## config.mk

```make
export PLATFORM = sky130hd
export DESIGN_NAME = ieu_top
export DESIGN_NICKNAME = d
export VERILOG_FILES = /design/src/design/ieu_pkg.sv /design/src/design/ieu_au.sv /design/src/design/ieu_lu.sv /design/src/design/ieu_mul.sv /design/src/design/ieu_div.sv /design/src/design/ieu_wb_arb.sv /design/src/design/ieu_top.sv
export SDC_FILE = /design/constraint.sdc
export NUM_CORES = 1
export LEC_CHECK = 0
export ABC_AREA = 1
export BUFFER_PORTS_ARGS = -buffer_cell sky130_fd_sc_hd__buf_2
export CORE_MARGIN = 2
export CORE_UTILIZATION = 39
export CTS_CLUSTER_DIAMETER = 100
export DETAILED_ROUTE_END_ITERATION = 8
export GPL_ROUTABILITY_DRIVEN = 1
export PLACE_DENSITY = 0.59
export SYNTH_ARGS = -nofsm -noshare
export SYNTH_HDL_FRONTEND = slang
export SYNTH_HIERARCHICAL = 1
export SYNTH_SLANG_ARGS = --single-unit
```

## constraint.sdc

```tcl
create_clock -name clk -period 2.83 [get_ports clk]
set_input_delay 0.1415 -clock clk [delete_from_list [all_inputs] [get_ports clk]]
set_output_delay 0.1415 -clock clk [all_outputs]
set_load 0.03 [all_outputs]
```

## src/design/ieu_pkg.sv

```systemverilog
// shared widths, opcodes and bus structs for the integer execution unit.
// the opcode enum is 4 bits wide; codes above opc_modu are never dispatched.
package ieu_pkg;

   // data word width of the core.
   localparam int data_w = 32;

   // result tag width, which bounds the number of operations in flight.
   localparam int tag_w = 4;

   // move-high places operand 2's low 17 bits starting at this bit.
   localparam int mhi_shift = 15;

   // step count of the iterative multiplier and divider, one bit per step.
   localparam int iter_n = 32;

   // width of the step counters inside the iterative units.
   localparam int iter_w = $clog2(iter_n);

   // operation codes.
   // the first four go to the arithmetic unit, the next six to the logic unit.
   typedef enum logic [3:0] {
      opc_add  = 4'd0,
      opc_sub  = 4'd1,
      opc_cmp  = 4'd2,
      opc_mhi  = 4'd3,
      opc_and  = 4'd4,
      opc_or   = 4'd5,
      opc_xor  = 4'd6,
      opc_sll  = 4'd7,
      opc_srl  = 4'd8,
      opc_sra  = 4'd9,
      opc_mul  = 4'd10,
      opc_divu = 4'd11,
      opc_modu = 4'd12
   } ieu_opc_e;

   // one issued operation.
   // cmp_eq and cmp_signed only matter for opc_cmp.
   typedef struct packed {
      ieu_opc_e              opc;
      logic [data_w-1:0]     operand_1;
      logic [data_w-1:0]     operand_2;
      logic                  cmp_eq;
      logic                  cmp_signed;
      logic [tag_w-1:0]      tag;
   } ieu_issue_t;

   // result offered by one unit to the writeback arbiter.
   typedef struct packed {
      logic                  valid;
      logic [tag_w-1:0]      tag;
      logic [data_w-1:0]     value;
   } ieu_res_t;

   // payload of the shared writeback bus.
   typedef struct packed {
      logic [tag_w-1:0]      tag;
      logic [data_w-1:0]     value;
   } ieu_wb_t;

endpackage

```

## src/design/ieu_au.sv

```systemverilog
// combinational arithmetic unit for add, sub, compare and move-high.
// au_res is only meaningful for add, sub and mhi; cmp drives the flag outputs only.
`timescale 1ns/1ns

module ieu_au import ieu_pkg::*; (
   input  ieu_issue_t         op,
   output logic [data_w-1:0]  au_res,
   output logic               au_cc_we,
   output logic               au_cc_nxt
);

   logic [data_w-1:0] adder_operand_2;
   logic [data_w-1:0] adder_sum;
   logic              adder_sub;
   logic              adder_carry_out;
   logic              adder_overflow;
   logic [data_w-1:0] mhi_value;
   logic              cmp_equal;
   logic              cmp_gt_s;
   logic              cmp_gt_u;

   // compare shares the subtractor, so it takes the same complement path as sub.
   assign adder_sub = (op.opc == opc_sub) || (op.opc == opc_cmp);

   // subtraction is operand_1 + ~operand_2 + 1.
   // the carry-in is simply the subtract select.
   assign adder_operand_2 = adder_sub ? ~op.operand_2 : op.operand_2;

   assign {adder_carry_out, adder_sum} = {1'b0, op.operand_1}
                                       + {1'b0, adder_operand_2}
                                       + {{data_w{1'b0}}, adder_sub};

   // two's complement overflow happens when both adder inputs share a sign.
   // the sum then carries the other sign.
   assign adder_overflow = (op.operand_1[data_w-1] == adder_operand_2[data_w-1])
                         & (op.operand_1[data_w-1] ^ adder_sum[data_w-1]);

   // equality is taken straight from the operands.
   assign cmp_equal = (op.operand_1 == op.operand_2);

   // signed greater means the difference is non-negative once corrected for overflow.
   // equal operands are removed.
   assign cmp_gt_s = (adder_sum[data_w-1] == adder_overflow) & ~cmp_equal;

   // unsigned greater means no borrow out of the subtraction and unequal operands.
   assign cmp_gt_u = adder_carry_out & ~cmp_equal;

   // the flag is written only for compare.
   // cmp_eq overrides cmp_signed when both are set.
   assign au_cc_we = (op.opc == opc_cmp);

   always_comb begin
      if (op.cmp_eq) begin
         au_cc_nxt = cmp_equal;
      end else if (op.cmp_signed) begin
         au_cc_nxt = cmp_gt_s;
      end else begin
         au_cc_nxt = cmp_gt_u;
      end
   end

   // move-high loads operand 2's low 17 bits into the upper part of the word.
   assign mhi_value = {op.operand_2[data_w-mhi_shift-1:0], {mhi_shift{1'b0}}};

   // result select.
   // cmp also returns the difference here, but the top never writes it back.
   assign au_res = (op.opc == opc_mhi) ? mhi_value : adder_sum;

endmodule

```

## src/design/ieu_lu.sv

```systemverilog
// combinational logic and barrel-shift unit.
// the shift amount is operand 2's low 5 bits; the upper bits are ignored.
`timescale 1ns/1ns

module ieu_lu import ieu_pkg::*; (
   input  ieu_issue_t         op,
   output logic [data_w-1:0]  lu_res
);

   logic [$clog2(data_w)-1:0] shamt;
   logic [data_w-1:0]         sra_value;

   // only the low bits of operand 2 select the shift distance.
   assign shamt = op.operand_2[$clog2(data_w)-1:0];

   // arithmetic right shift fills with operand 1's sign bit.
   assign sra_value = $signed(op.operand_1) >>> shamt;

   always_comb begin
      unique case (op.opc)
         opc_and: begin
            lu_res = op.operand_1 & op.operand_2;
         end
         opc_or: begin
            lu_res = op.operand_1 | op.operand_2;
         end
         opc_xor: begin
            lu_res = op.operand_1 ^ op.operand_2;
         end
         opc_sll: begin
            lu_res = op.operand_1 << shamt;
         end
         opc_srl: begin
            lu_res = op.operand_1 >> shamt;
         end
         opc_sra: begin
            lu_res = sra_value;
         end
         default: begin
            // codes outside this unit's set give zero.
            // the top never writes them back from here.
            lu_res = '0;
         end
      endcase
   end

endmodule

```

## src/design/ieu_mul.sv

```systemverilog
// iterative shift-add multiplier returning the low product word after 32 steps.
// start must not arrive while busy; flush wins over a start in the same cycle.
`timescale 1ns/1ns

module ieu_mul import ieu_pkg::*; (
   input  logic        clk,
   input  logic        arst_n,
   input  logic        flush,
   input  logic        start,
   input  ieu_issue_t  op,
   input  logic        grant,
   output ieu_res_t    res,
   output logic        busy
);

   logic                running;
   logic                done;
   logic [iter_w-1:0]   step_cnt;
   logic [data_w-1:0]   mcand;
   logic [data_w-1:0]   mplier;
   logic [data_w-1:0]   acc;
   logic [tag_w-1:0]    tag_q;

   // control state.
   // done holds the finished result until the arbiter grants the bus.
   always_ff @(posedge clk or negedge arst_n) begin
      if (!arst_n) begin
         running  <= 1'b0;
         done     <= 1'b0;
         step_cnt <= '0;
      end else if (flush) begin
         running  <= 1'b0;
         done     <= 1'b0;
         step_cnt <= '0;
      end else if (start) begin
         running  <= 1'b1;
         done     <= 1'b0;
         step_cnt <= '0;
      end else if (running) begin
         step_cnt <= step_cnt + 1'b1;
         // the last step lands on the edge 32 cycles after start.
         if (step_cnt == iter_w'(iter_n - 1)) begin
            running <= 1'b0;
            done    <= 1'b1;
         end
      end else if (done && grant) begin
         done <= 1'b0;
      end
   end

   // datapath.
   // each step adds the shifted multiplicand when the multiplier's low bit is set.
   // bits shifted out above the word are dropped, leaving the low product word.
   always_ff @(posedge clk) begin
      if (start) begin
         mcand  <= op.operand_1;
         mplier <= op.operand_2;
         acc    <= '0;
         tag_q  <= op.tag;
      end else if (running) begin
         if (mplier[0]) begin
            acc <= acc + mcand;
         end
         mcand  <= mcand << 1;
         mplier <= mplier >> 1;
      end
   end

   assign res.valid = done;
   assign res.tag   = tag_q;
   assign res.value = acc;

   // busy covers the whole span from start until the result is granted.
   assign busy = running | done;

endmodule

```

## src/design/ieu_div.sv

```systemverilog
// iterative restoring unsigned divider returning quotient or remainder.
// divide by zero gives an all-ones quotient and a remainder equal to the dividend.
`timescale 1ns/1ns

module ieu_div import ieu_pkg::*; (
   input  logic        clk,
   input  logic        arst_n,
   input  logic        flush,
   input  logic        start,
   input  ieu_issue_t  op,
   input  logic        grant,
   output ieu_res_t    res,
   output logic        busy
);

   logic                running;
   logic                done;
   logic [iter_w-1:0]   step_cnt;
   logic [data_w-1:0]   quot;
   logic [data_w-1:0]   rem;
   logic [data_w-1:0]   divisor;
   logic                want_mod;
   logic [tag_w-1:0]    tag_q;
   logic [data_w:0]     rem_shift;
   logic [data_w:0]     rem_trial;
   logic                fits;

   // one restoring step.
   // the next dividend bit comes out of the top of the quotient register.
   // that register fills from the bottom with quotient bits as it empties.
   assign rem_shift = {rem, quot[data_w-1]};
   assign fits      = (rem_shift >= {1'b0, divisor});
   assign rem_trial = rem_shift - {1'b0, divisor};

   // control state follows the same sequencing as the multiplier.
   always_ff @(posedge clk or negedge arst_n) begin
      if (!arst_n) begin
         running  <= 1'b0;
         done     <= 1'b0;
         step_cnt <= '0;
      end else if (flush) begin
         running  <= 1'b0;
         done     <= 1'b0;
         step_cnt <= '0;
      end else if (start) begin
         running  <= 1'b1;
         done     <= 1'b0;
         step_cnt <= '0;
      end else if (running) begin
         step_cnt <= step_cnt + 1'b1;
         if (step_cnt == iter_w'(iter_n - 1)) begin
            running <= 1'b0;
            done    <= 1'b1;
         end
      end else if (done && grant) begin
         done <= 1'b0;
      end
   end

   // datapath.
   // with a zero divisor every trial fits, so each quotient bit is one.
   // the remainder then collects the dividend bit by bit.
   always_ff @(posedge clk) begin
      if (start) begin
         quot     <= op.operand_1;
         rem      <= '0;
         divisor  <= op.operand_2;
         want_mod <= (op.opc == opc_modu);
         tag_q    <= op.tag;
      end else if (running) begin
         quot <= {quot[data_w-2:0], fits};
         // the upper bit of the trial is always zero when it fits and the divisor is nonzero.
         rem  <= fits ? rem_trial[data_w-1:0] : rem_shift[data_w-1:0];
      end
   end

   assign res.valid = done;
   assign res.tag   = tag_q;
   assign res.value = want_mod ? rem : quot;

   assign busy = running | done;

endmodule

```

## src/design/ieu_wb_arb.sv

```systemverilog
// fixed-priority writeback arbiter with the condition flag register.
// the single-cycle result always wins, so only the iterative units ever wait.
`timescale 1ns/1ns

module ieu_wb_arb import ieu_pkg::*; (
   input  logic        clk,
   input  logic        arst_n,
   input  logic        sc_valid,
   input  ieu_wb_t     sc_res,
   input  logic        cc_we,
   input  logic        cc_nxt,
   input  ieu_res_t    div_res,
   input  ieu_res_t    mul_res,
   output logic        div_grant,
   output logic        mul_grant,
   output logic        wb_valid,
   output ieu_wb_t     wb,
   output logic        cc
);

   ieu_wb_t wb_nxt;
   logic    any_valid;

   // priority is single-cycle, then div, then mul.
   // a grant is a one-cycle pulse that the unit sees on the same edge the bus registers.
   assign div_grant = ~sc_valid & div_res.valid;
   assign mul_grant = ~sc_valid & ~div_res.valid & mul_res.valid;

   assign any_valid = sc_valid | div_res.valid | mul_res.valid;

   always_comb begin
      if (sc_valid) begin
         wb_nxt = sc_res;
      end else if (div_res.valid) begin
         wb_nxt.tag   = div_res.tag;
         wb_nxt.value = div_res.value;
      end else begin
         // mul is the lowest priority and also the idle default.
         wb_nxt.tag   = mul_res.tag;
         wb_nxt.value = mul_res.value;
      end
   end

   // writeback strobe and condition flag.
   always_ff @(posedge clk or negedge arst_n) begin
      if (!arst_n) begin
         wb_valid <= 1'b0;
         cc       <= 1'b0;
      end else begin
         wb_valid <= any_valid;
         if (cc_we) begin
            cc <= cc_nxt;
         end
      end
   end

   // the payload register loads whenever some unit offers a result.
   always_ff @(posedge clk) begin
      if (any_valid) begin
         wb <= wb_nxt;
      end
   end

endmodule

```

## src/design/ieu_top.sv

```systemverilog
// integer execution unit top level with dispatch to four units and one writeback bus.
// the issuer must not start mul or div while the matching busy level is high.
`timescale 1ns/1ns

module ieu_top import ieu_pkg::*; (
   input  logic        clk,
   input  logic        arst_n,
   input  logic        op_valid,
   input  logic        flush,
   input  ieu_issue_t  op,
   output logic        wb_valid,
   output ieu_wb_t     wb,
   output logic        cc,
   output logic        mul_busy,
   output logic        div_busy
);

   logic [data_w-1:0] au_res;
   logic [data_w-1:0] lu_res;
   logic              au_cc_we;
   logic              au_cc_nxt;
   logic              is_au_wb;
   logic              is_lu;
   logic              mul_start;
   logic              div_start;
   logic              sc_valid;
   ieu_wb_t           sc_res;
   ieu_res_t          mul_res;
   ieu_res_t          div_res;
   logic              mul_grant;
   logic              div_grant;

   // class decode.
   // cmp belongs to the arithmetic unit but produces no writeback.
   assign is_au_wb  = (op.opc == opc_add) || (op.opc == opc_sub) || (op.opc == opc_mhi);
   assign is_lu     = (op.opc >= opc_and) && (op.opc <= opc_sra);
   assign mul_start = op_valid && (op.opc == opc_mul);
   assign div_start = op_valid && ((op.opc == opc_divu) || (op.opc == opc_modu));

   assign sc_valid     = op_valid && (is_au_wb || is_lu);
   assign sc_res.tag   = op.tag;
   assign sc_res.value = is_au_wb ? au_res : lu_res;

   ieu_au u_au (
      .op        (op),
      .au_res    (au_res),
      .au_cc_we  (au_cc_we),
      .au_cc_nxt (au_cc_nxt)
   );

   ieu_lu u_lu (
      .op     (op),
      .lu_res (lu_res)
   );

   ieu_mul u_mul (
      .clk    (clk),
      .arst_n (arst_n),
      .flush  (flush),
      .start  (mul_start),
      .op     (op),
      .grant  (mul_grant),
      .res    (mul_res),
      .busy   (mul_busy)
   );

   ieu_div u_div (
      .clk    (clk),
      .arst_n (arst_n),
      .flush  (flush),
      .start  (div_start),
      .op     (op),
      .grant  (div_grant),
      .res    (div_res),
      .busy   (div_busy)
   );

   // the flag write is qualified by the issue strobe here.
   ieu_wb_arb u_wb_arb (
      .clk       (clk),
      .arst_n    (arst_n),
      .sc_valid  (sc_valid),
      .sc_res    (sc_res),
      .cc_we     (op_valid & au_cc_we),
      .cc_nxt    (au_cc_nxt),
      .div_res   (div_res),
      .mul_res   (mul_res),
      .div_grant (div_grant),
      .mul_grant (mul_grant),
      .wb_valid  (wb_valid),
      .wb        (wb),
      .cc        (cc)
   );

endmodule

```

### Word level (Yosys, flattened, before mapping)

Cells that the tools add are included.

* div/mod/pow operators: 0
* equal/unequal tests: 19
* reduce and logical (&&, ||, !) cells: 21
* shift operators: 3
* add/sub/neg operators: 6
* bitwise operators: 19
* mux-type cells: 40
* $lt $le $gt $ge: 3
* multiply operators: 0

Operator list (number)
* 2-to-1 mux 32 bit: 11
* one-hot mux 32 bit (6 select lines): 1
* 2-to-1 mux 36 bit: 2
* adder 32 x 32 -> 33 bit: 1
* adder 33 x 1 -> 33 bit: 1
* greater-or-equal comparator 33 x 32 -> 1 bit: 1
* adder 32 bit: 1
* bitwise AND 32 bit: 1
* == test 32 bit: 1
* NOT 32 bit: 1
* bitwise OR 32 bit: 1
* << shifter 32 x 5 -> 32 bit: 1
* right shift 32 x 5 -> 32 bit: 1
* >>> shifter 32 x 5 -> 32 bit: 1
* subtractor 32 bit: 1
* bitwise XOR 32 bit: 1
* 2-to-1 mux 5 bit: 6
* == test 4 bit, second input constant: 5
* 2-to-1 mux 1 bit: 20
* == test 4 x 3 -> 1 bit, second input constant: 4
* adder 5 x 1 -> 5 bit, second input constant: 2
* == test 5 bit, second input constant: 2
* == test 4 x 2 -> 1 bit, second input constant: 2
* != test 4 bit, second input constant: 2
* other kinds (15): 41

* output and inout bits: 40
* memories: 0
* latch bits: 0
* bits in read-only memories: 0
* flip-flop bits (word level): 253
* memory bits (writable): 0

### Logic depth before layout (Yosys ltp)

Gate-level depths: netlist of run 1.

* depth after elaboration: 13
* mapped depth: 24
* mapped depth without buffers: 23

### By module

Netlist of run 1, hierarchy kept.

Modules (own cells, without submodules)
* ieu_div: area an instance 7250.7 sq um, cells each 1030, instances 1
* ieu_mul: area an instance 6789.0 sq um, cells each 966, instances 1
* ieu_lu: area an instance 5375.2 sq um, cells each 1041, instances 1
* ieu_au: area an instance 2991.6 sq um, cells each 526, instances 1
* ieu_wb_arb: area an instance 1904.3 sq um, cells each 206, instances 1
* ieu_top: area an instance 585.6 sq um, cells each 128, instances 1

### Worst setup path after synthesis of run 1

Ideal clock, no wire load.

* kind: input to register
* start point: in op[73] (netlist bit)
* end point: reg u_div.quot[0], enable pin
* data arrival time: 3.896 ns
* path buffers: 2
* required time: 2.421 ns
* path slack: -1.476 ns
* stages on the path: 8
* setup time: 0.409 ns
* cell sequence: inv_1 > nor2_1 > nand2_1 > a21oi_1 > clkbuf_1 > nor2_1 > inv_2 > buf_1

* word-level cells in the longest chain between the ends: 4

Ends and longest elaborated chain
* start, declared: RTL line ieu_top.sv:10 `input ieu_issue_t op,`
* == test 4 bit: RTL line ieu_top.sv:38 `assign div_start = op_valid && ((op.opc == opc_divu) || (op.opc == opc_modu));`
* logical OR 1 bit *: RTL line ieu_top.sv:38
* logical AND 1 bit *: RTL line ieu_top.sv:38
* named net div_start: RTL line ieu_top.sv:25 `logic div_start;`
* nonzero test 2 bit (no line) *
* end signal, assigned: RTL line ieu_div.sv:65 `quot <= op.operand_1;`
* end signal, assigned: RTL line ieu_div.sv:71 `quot <= {quot[data_w-2:0], fits};`
* end, declared: RTL line ieu_div.sv:19 `logic [data_w-1:0] quot;`

Mark *: on every way through the listed nets, which the timed path passes. The rest lies on a longest branch.
A chain may end at the register's enable or synchronous reset.

==> flow_metrics.tcl, run 1 <==
set metrics [dict create \
    status "completed" \
    htreeDepth 1 \
    grt_max_degree 81 \
    initial_core_util_pct 39.5 \
    synth_nets 4143 \
    cp_cell_sequence "dlygate4sd3_1 > buf_2 > inv_1 > xor2_1 > ha_1 > a21oi_2 > o21ai_1 > a21oi_2 > nand2_2 > a21o_1 > or2_1 > nand3_1 > o21ai_1 > nand3_1 > nand2_1 > nand2_1 > nand3_1" \
    path_max_fanout 4 \
    grt_usage_pct 31.3 \
    fin_ws_ps 167 \
    cts.sinks 253 \
    hpwl_mm 82.9 \
    skew_ps 15.8 \
    placed_area_mm2 0.0278 \
    synth-edff-count 173 \
    path_buf_inv 3 \
    async_flop_share_pct 6.32 \
    nets 4413 \
    synth_area_per_cell_um2 6.39 \
    cts_buffers 30 \
    cts_root_buf "clkbuf_16" \
    antenna_found_initial 5 \
    grt_pass1_wl_mm 157 \
    p_leak_nw 14.9 \
    setup_viol 0 \
    remaining_drc_errors 0 \
    drive_gt1_share_pct 13.2 \
    antenna_left 0 \
    post-route-util_pct 46.1 \
    slew_headroom_pct 37.9 \
    drv_slew 0 \
    cts_buffer_depth 3 \
    layout.cells.non_filler 5038 \
    yosysSeqAreaShare_pct 27.6 \
    wl_per_cell_um 21.1 \
    place_ws_ps -272 \
    critical_path_class "in -> reg" \
    syn_area_mm2 0.0249 \
    placedCellCount 4958 \
    yosys_warnings 6 \
    synth_ff_type "edfxtp_1" \
    syn_to_final_growth_pct 16.9 \
    cts_setup_buffers 0 \
    hold_class "in -> reg" \
    rows 92 \
    cellPowerDensity_mw_per_mm2 491 \
    dieHeight_um 257 \
    startpoint_type "primary input" \
    fillers 6819 \
    cp-end-kind "flop" \
    hold_viol 0 \
    cap_violations 0 \
    max_freq_ghz 0.375 \
    cp_top_family "simple AND/OR/NAND/NOR gates" \
    port_buffers 117 \
    fin_crit_sh_pct 94.1 \
    worstMarginPinSlew_ps 928 \
    dieArea_mm2 0.0659 \
    io_pins 118 \
    cpMostUsedCell "nand3_1" \
    overflow 0 \
    clkTransAtPathRegs_ps 70 \
    finalWeightedCongestion 1.01 \
    core-area_mm2 0.0631 \
    worstPathArrival_ps 2980 \
    first_pass_iters 9 \
    period_minus_slack_ps 2660 \
    synth_seq_cells 253 \
    cp_slowest_cell "dlygate4sd3_1" \
    max_stage_delay_ps 530 \
    routed_wl_mm 106 \
    post_cts_resized 0 \
    rsz0062_at_grt "no" \
    worstSkewPairLatency_ps 580 \
    yosysUniqueCellTypes 62 \
    stdcell_area_mm2 0.0291 \
    die_w_um 257 \
    ctsHoldBuffers 22 \
    cts_tree "done" \
    hold-worst-slack_ps 17.4 \
    cp.required_ps 3150 \
    via_per_inst 5.38 \
    netlist_instances 3897 \
    grt_pass1_vias 25018 \
    peakVddDrop_uv 484 \
    initialDrtViolationCount 3245 \
    num_vias 27097 \
]
## cell families after synthesis
| group | count (synthesis) | share of synthesized area, % |
|---|---|---|
| simple gates | 2328 | 40.4 |
| buf+inv | 652 | 11.0 |
| compound gates | 398 | 9.02 |
| flops | 253 | 27.6 |
| fa+ha+maj | 168 | 8.53 |
| xor+xnor | 96 | 3.38 |
| mux | 2 | 0.0804 |
## path summary, 6_finish.rpt
path | slack (ps) | from | cells after the start | to
max | 170 | op[15] | 17 | u_wb_arb/wb[24]
min | 20 | op[31] | 2 | u_div/divisor[25]
max reg2reg | 340 | u_div/rem[7] | 14 | u_div/rem[15]
min reg2reg | 460 | u_mul/step_cnt[3] | 1 | u_mul/step_cnt[3]
max in group asynchronous | 2410 | arst_n | 2 | u_div/step_cnt[2]
min in group asynchronous | 70 | arst_n | 2 | u_mul/step_cnt[4]
## through the flow
stage / TNS (ps) / total power [W]
detailed placement: -3290 / 0.0100
finish: 0 / 0.0143
CTS: 0 / 0.0142
global route: 0 / 0.0151
floorplan: 0 / 0.00799
global placement: -2820 / 0.0100
## registers in the layout (all words and copies together) (netlist names), 32 cells and up
register	count
u_div/quot	32
u_div/rem	32
u_div/divisor	32
u_mul/mplier	32
u_wb_arb/wb	36
u_mul/acc	32
u_mul/mcand	32
## synth_stat cells, types with 4 or more instances
master,instances,area (um^2)
buf_6,17,191
or2_2,11,68.8
a21oi_1,123,616
nor3_2,6,60.1
edfxtp_1,173,5190
inv_1,473,1780
nand2_4,4,45.0
xor2_1,48,420
nand2_2,41,257
a31oi_1,6,37.5
o21bai_1,12,90.1
buf_4,19,143
ha_1,165,2060
clkbuf_1,48,180
a211oi_1,6,45.0
nand3_2,10,100
nor2_4,7,78.8
buf_1,11,41.3
o21ai_0,151,756
nand2_1,1364,5120
nand3_1,531,2660
xnor2_1,48,420
o21a_1,5,37.5
nand4_1,26,163
a21oi_2,4,35.0
and2_1,17,106
a221oi_1,4,35.0
inv_2,23,86.3
o211ai_1,25,188
nand3b_1,25,188
buf_2,56,280
dfxtp_1,64,1280
nor2_2,16,100
o21ai_1,36,180
nor3_1,23,115
dfrtp_1,16,400
nor2_1,228,856
nor4_1,8,50.1
a21o_1,10,75.1
## layout make-up
class | count | area [um^2] | share of cell area, %
inverters | 499 | 1880 | 6.45
flip-flops and latches | 253 | 6880 | 23.6
clock buffers | 34 | 787 | 2.71
clock inverters | 22 | 259 | 0.890
multi-input cells | 2992 | 15300 | 52.8
well taps | 846 | 1060 | 3.64
repair buffers | 391 | 2890 | 9.93
diodes | 1 | 2.50 | 0.00860
## where the power goes
part	switching [W]	internal (W)
clock network	0.00169	0.00247
logic	0.00359	0.00190
registers	0.000343	0.00429
total	0.00562	0.00866
## cell usage in the layout (no fill, tap or decap), drive strengths merged, types with 2 or more instances in the layout
| master | synthesis | routed |
|---|---|---|
| nand2 | 1409 | 1409 |
| nand3 | 541 | 541 |
| inv | 497 | 499 |
| buf | 103 | 368 |
| nor2 | 251 | 251 |
| o21ai | 189 | 189 |
| edfxtp | 173 | 173 |
| ha | 165 | 165 |
| a21oi | 128 | 128 |
| dfxtp | 64 | 64 |
| xor2 | 48 | 48 |
| xnor2 | 48 | 48 |
| clkbuf | 49 | 34 |
| nor3 | 30 | 30 |
| nand4 | 26 | 26 |
| nand3b | 26 | 26 |
| o211ai | 25 | 25 |
| dlygate4sd3 | 0 | 23 |
| and2 | 18 | 18 |
| dfrtp | 16 | 16 |
| clkinv | 2 | 15 |
| or2 | 14 | 14 |
| o21bai | 13 | 13 |
| a21o | 10 | 10 |
| nor4 | 9 | 9 |
| a31oi | 6 | 6 |
| a211oi | 6 | 6 |
| bufinv | 0 | 5 |
| o21a | 5 | 5 |
| a221oi | 4 | 4 |
| and3 | 3 | 3 |
| fa | 3 | 3 |
| a32o | 3 | 3 |
| o2111ai | 3 | 3 |
| a21boi | 3 | 3 |
| clkinvlp | 0 | 2 |
| mux2i | 2 | 2 |
## layer usage
layer,GRT usage (%),vias to the layer above,part of all wire (%)
li1,-,13166,-
met4,13.3,4,4.8
met2,49.6,1306,44
met5,0,-,0.025
met3,4.77,208,9.0
met1,42.4,12413,42
Power figures use the tool's default switching activity.
==> run 2, diff against run 1 <==
==> constraint.sdc (replaced) <==
create_clock -name clk -period 2.83 [get_ports clk]
set_input_delay 0.4245 -clock clk [delete_from_list [all_inputs] [get_ports clk]]
set_output_delay 0.4245 -clock clk [all_outputs]
set_load 0.03 [all_outputs]
==> flow_metrics.tcl, run 2 (synthesized netlist as in run 1, its figures left out) <==
set metrics [dict create \
    skew_ps 9.69 \
    wl_per_cell_um 21.3 \
    worstMarginPinSlew_ps 1200 \
    cap_violations 0 \
    p_int_w 0.00856 \
    total_power_w 0.0143 \
    p_leak_nw 15.3 \
    status "completed" \
    cp_top_family "simple AND/OR/NAND/NOR gates" \
    dieHeight_um 257 \
    startpoint_type "primary input" \
    clkTransAtPathRegs_ps 60 \
    htreeDepth 1 \
    routed_wl_mm 109 \
    cts_tree "done" \
    placedCellCount 5019 \
    via_per_inst 5.38 \
    cts.sinks 253 \
    fin_ws_ps 61.1 \
    grt_max_degree 98 \
    p_sw_share_pct 40.0 \
    port_buffers 117 \
    cpMostUsedCell "nand2_2" \
    max_freq_ghz 0.361 \
    grt_pass1_vias 24865 \
    switching_power_w 0.00571 \
    cts_root_buf "clkbuf_16" \
    hold_viol 0 \
    pwr-share-clk_pct 26.7 \
    grt_usage_pct 31.6 \
    initialDrtViolationCount 3062 \
    top_register "u_wb_arb/wb" \
    cp-end-kind "flop" \
    die_w_um 257 \
    mostFrequentLayoutCell "nand2_1" \
    drv_slew 0 \
    syn_to_final_growth_pct 20.8 \
    period_minus_slack_ps 2770 \
    cp_slowest_cell "ha_1" \
    slew_headroom_pct 19.8 \
    cellPowerDensity_mw_per_mm2 474 \
    setup_viol 0 \
    finalWeightedCongestion 1.03 \
    io_pins 118 \
    worstPathArrival_ps 3170 \
    power_frac_seq_pct 32.5 \
    stdcell_area_mm2 0.0301 \
    core-area_mm2 0.0631 \
    cp.required_ps 3240 \
    cts_buffer_depth 3 \
    place_ws_ps -565 \
    rows 92 \
    initial_core_util_pct 39.5 \
    overflow 0 \
    remaining_drc_errors 0 \
    layout.cells.non_filler 5101 \
    fin_crit_sh_pct 97.8 \
    num_vias 27443 \
    cts_buffers 30 \
    fillers 6692 \
    grt_pass1_wl_mm 156 \
    cp_cell_sequence "buf_6 > inv_2 > nand2_2 > nand2_2 > nand2_4 > clkbuf_16 > xnor2_2 > ha_1 > buf_6 > nand2_2 > inv_2 > nand3_1 > o21ai_2 > buf_4 > o21ai_0 > a21oi_1 > nand3_1 > nand2_2 > nand2_1 > nand3_1" \
    hold_class "in -> reg" \
    nets 4476 \
    antenna_found_initial 1 \
    hold-worst-slack_ps 67.1 \
    antenna_left 0 \
    drive_gt1_share_pct 17.2 \
    worstSkewPairLatency_ps 580 \
    hpwl_mm 85.6 \
    placed_area_mm2 0.0284 \
    peakVddDrop_uv 573 \
    dieArea_mm2 0.0659 \
    path_buf_inv 6 \
    critical_path_class "in -> reg" \
    max_stage_delay_ps 320 \
    first_pass_iters 6 \
    p_comb_share_pct 40.8 \
    largest_reg_flops 36 \
    path_max_fanout 7 \
    final_cell_mix "nand2_1, nand3_1, inv_1" \
]
## run 2: cell count changes in the layout (fill, tap and decap cells not counted), moves of 6 or more
cell | previous run | this run
a21oi_1 | 122 | 104
a21oi_2 | 4 | 21
buf_12 | 15 | 22
buf_4 | 236 | 310
dlygate4sd3_1 | 23 | 1
ha_1 | 165 | 159
nand2_1 | 1362 | 1327
nand2_2 | 42 | 72
nand3_1 | 531 | 521
nand3_2 | 10 | 20
o21ai_0 | 151 | 140
o21ai_1 | 36 | 42
## run 2: layer usage
metal / global-route usage, % / wire [um] / up-vias
met3: 5.15 / 10100 / 208
met1: 42.5 / 45200 / 12687
met2: 48.9 / 47200 / 1277
met4: 16.2 / 6210 / 2
li1: - / - / 13269
met5: 0 / 13 / -
## run 2: power groups by stage
stage	sequential, W	clock [W]	combinational [W]
finish	0.00464	0.00381	0.00581
global route	0.00465	0.00400	0.00636
detailed placement	0.00471	0	0.00544
global placement	0.00472	0	0.00543
floorplan	0.00463	0	0.00337
CTS	0.00464	0.00387	0.00547
## run 2: final timing paths
kind / from / to / slack [ps] / depth (start not counted)
min in group asynchronous: arst_n / u_mul/step_cnt[2] / 330 / 2
worst max-delay path: op[70] / u_wb_arb/wb[8] / 60 / 20
worst max register to register: u_div/divisor[19] / u_div/rem[9] / 340 / 12
worst min-delay path: flush / u_mul/running / 70 / 2
max in group asynchronous: arst_n / u_div/step_cnt[0] / 2190 / 2
worst min register to register: u_mul/step_cnt[3] / u_mul/step_cnt[3] / 450 / 1
## run 2: per-stage QoR
| stage | util [%] | setup TNS (ps) |
|---|---|---|
| floorplan | - | 0 |
| global placement | 44.9 | -10690 |
| detailed placement | 44.9 | -11180 |
| CTS | 46.5 | 0 |
| global route | 47.7 | -260 |
| finish | 47.7 | 0 |
## run 2: cell type report
type	count	area (um^2)	share of cell area, %
clock inverters	15	113	0.374
well taps	846	1060	3.52
diodes	1	2.50	0.00832
inverters	499	1880	6.24
flip-flops and latches	253	6880	22.9
multi-input cells	2992	15900	52.7
clock buffers	41	845	2.81
repair buffers	454	3450	11.5
## run 2: repair_timing
action                                  CTS  global route
hold buffers                              1             0
buffers inserted                          0            21
endpoints found under the setup margin    0            23
hold endpoints to repair                 16             0
gates resized for setup                   0           130
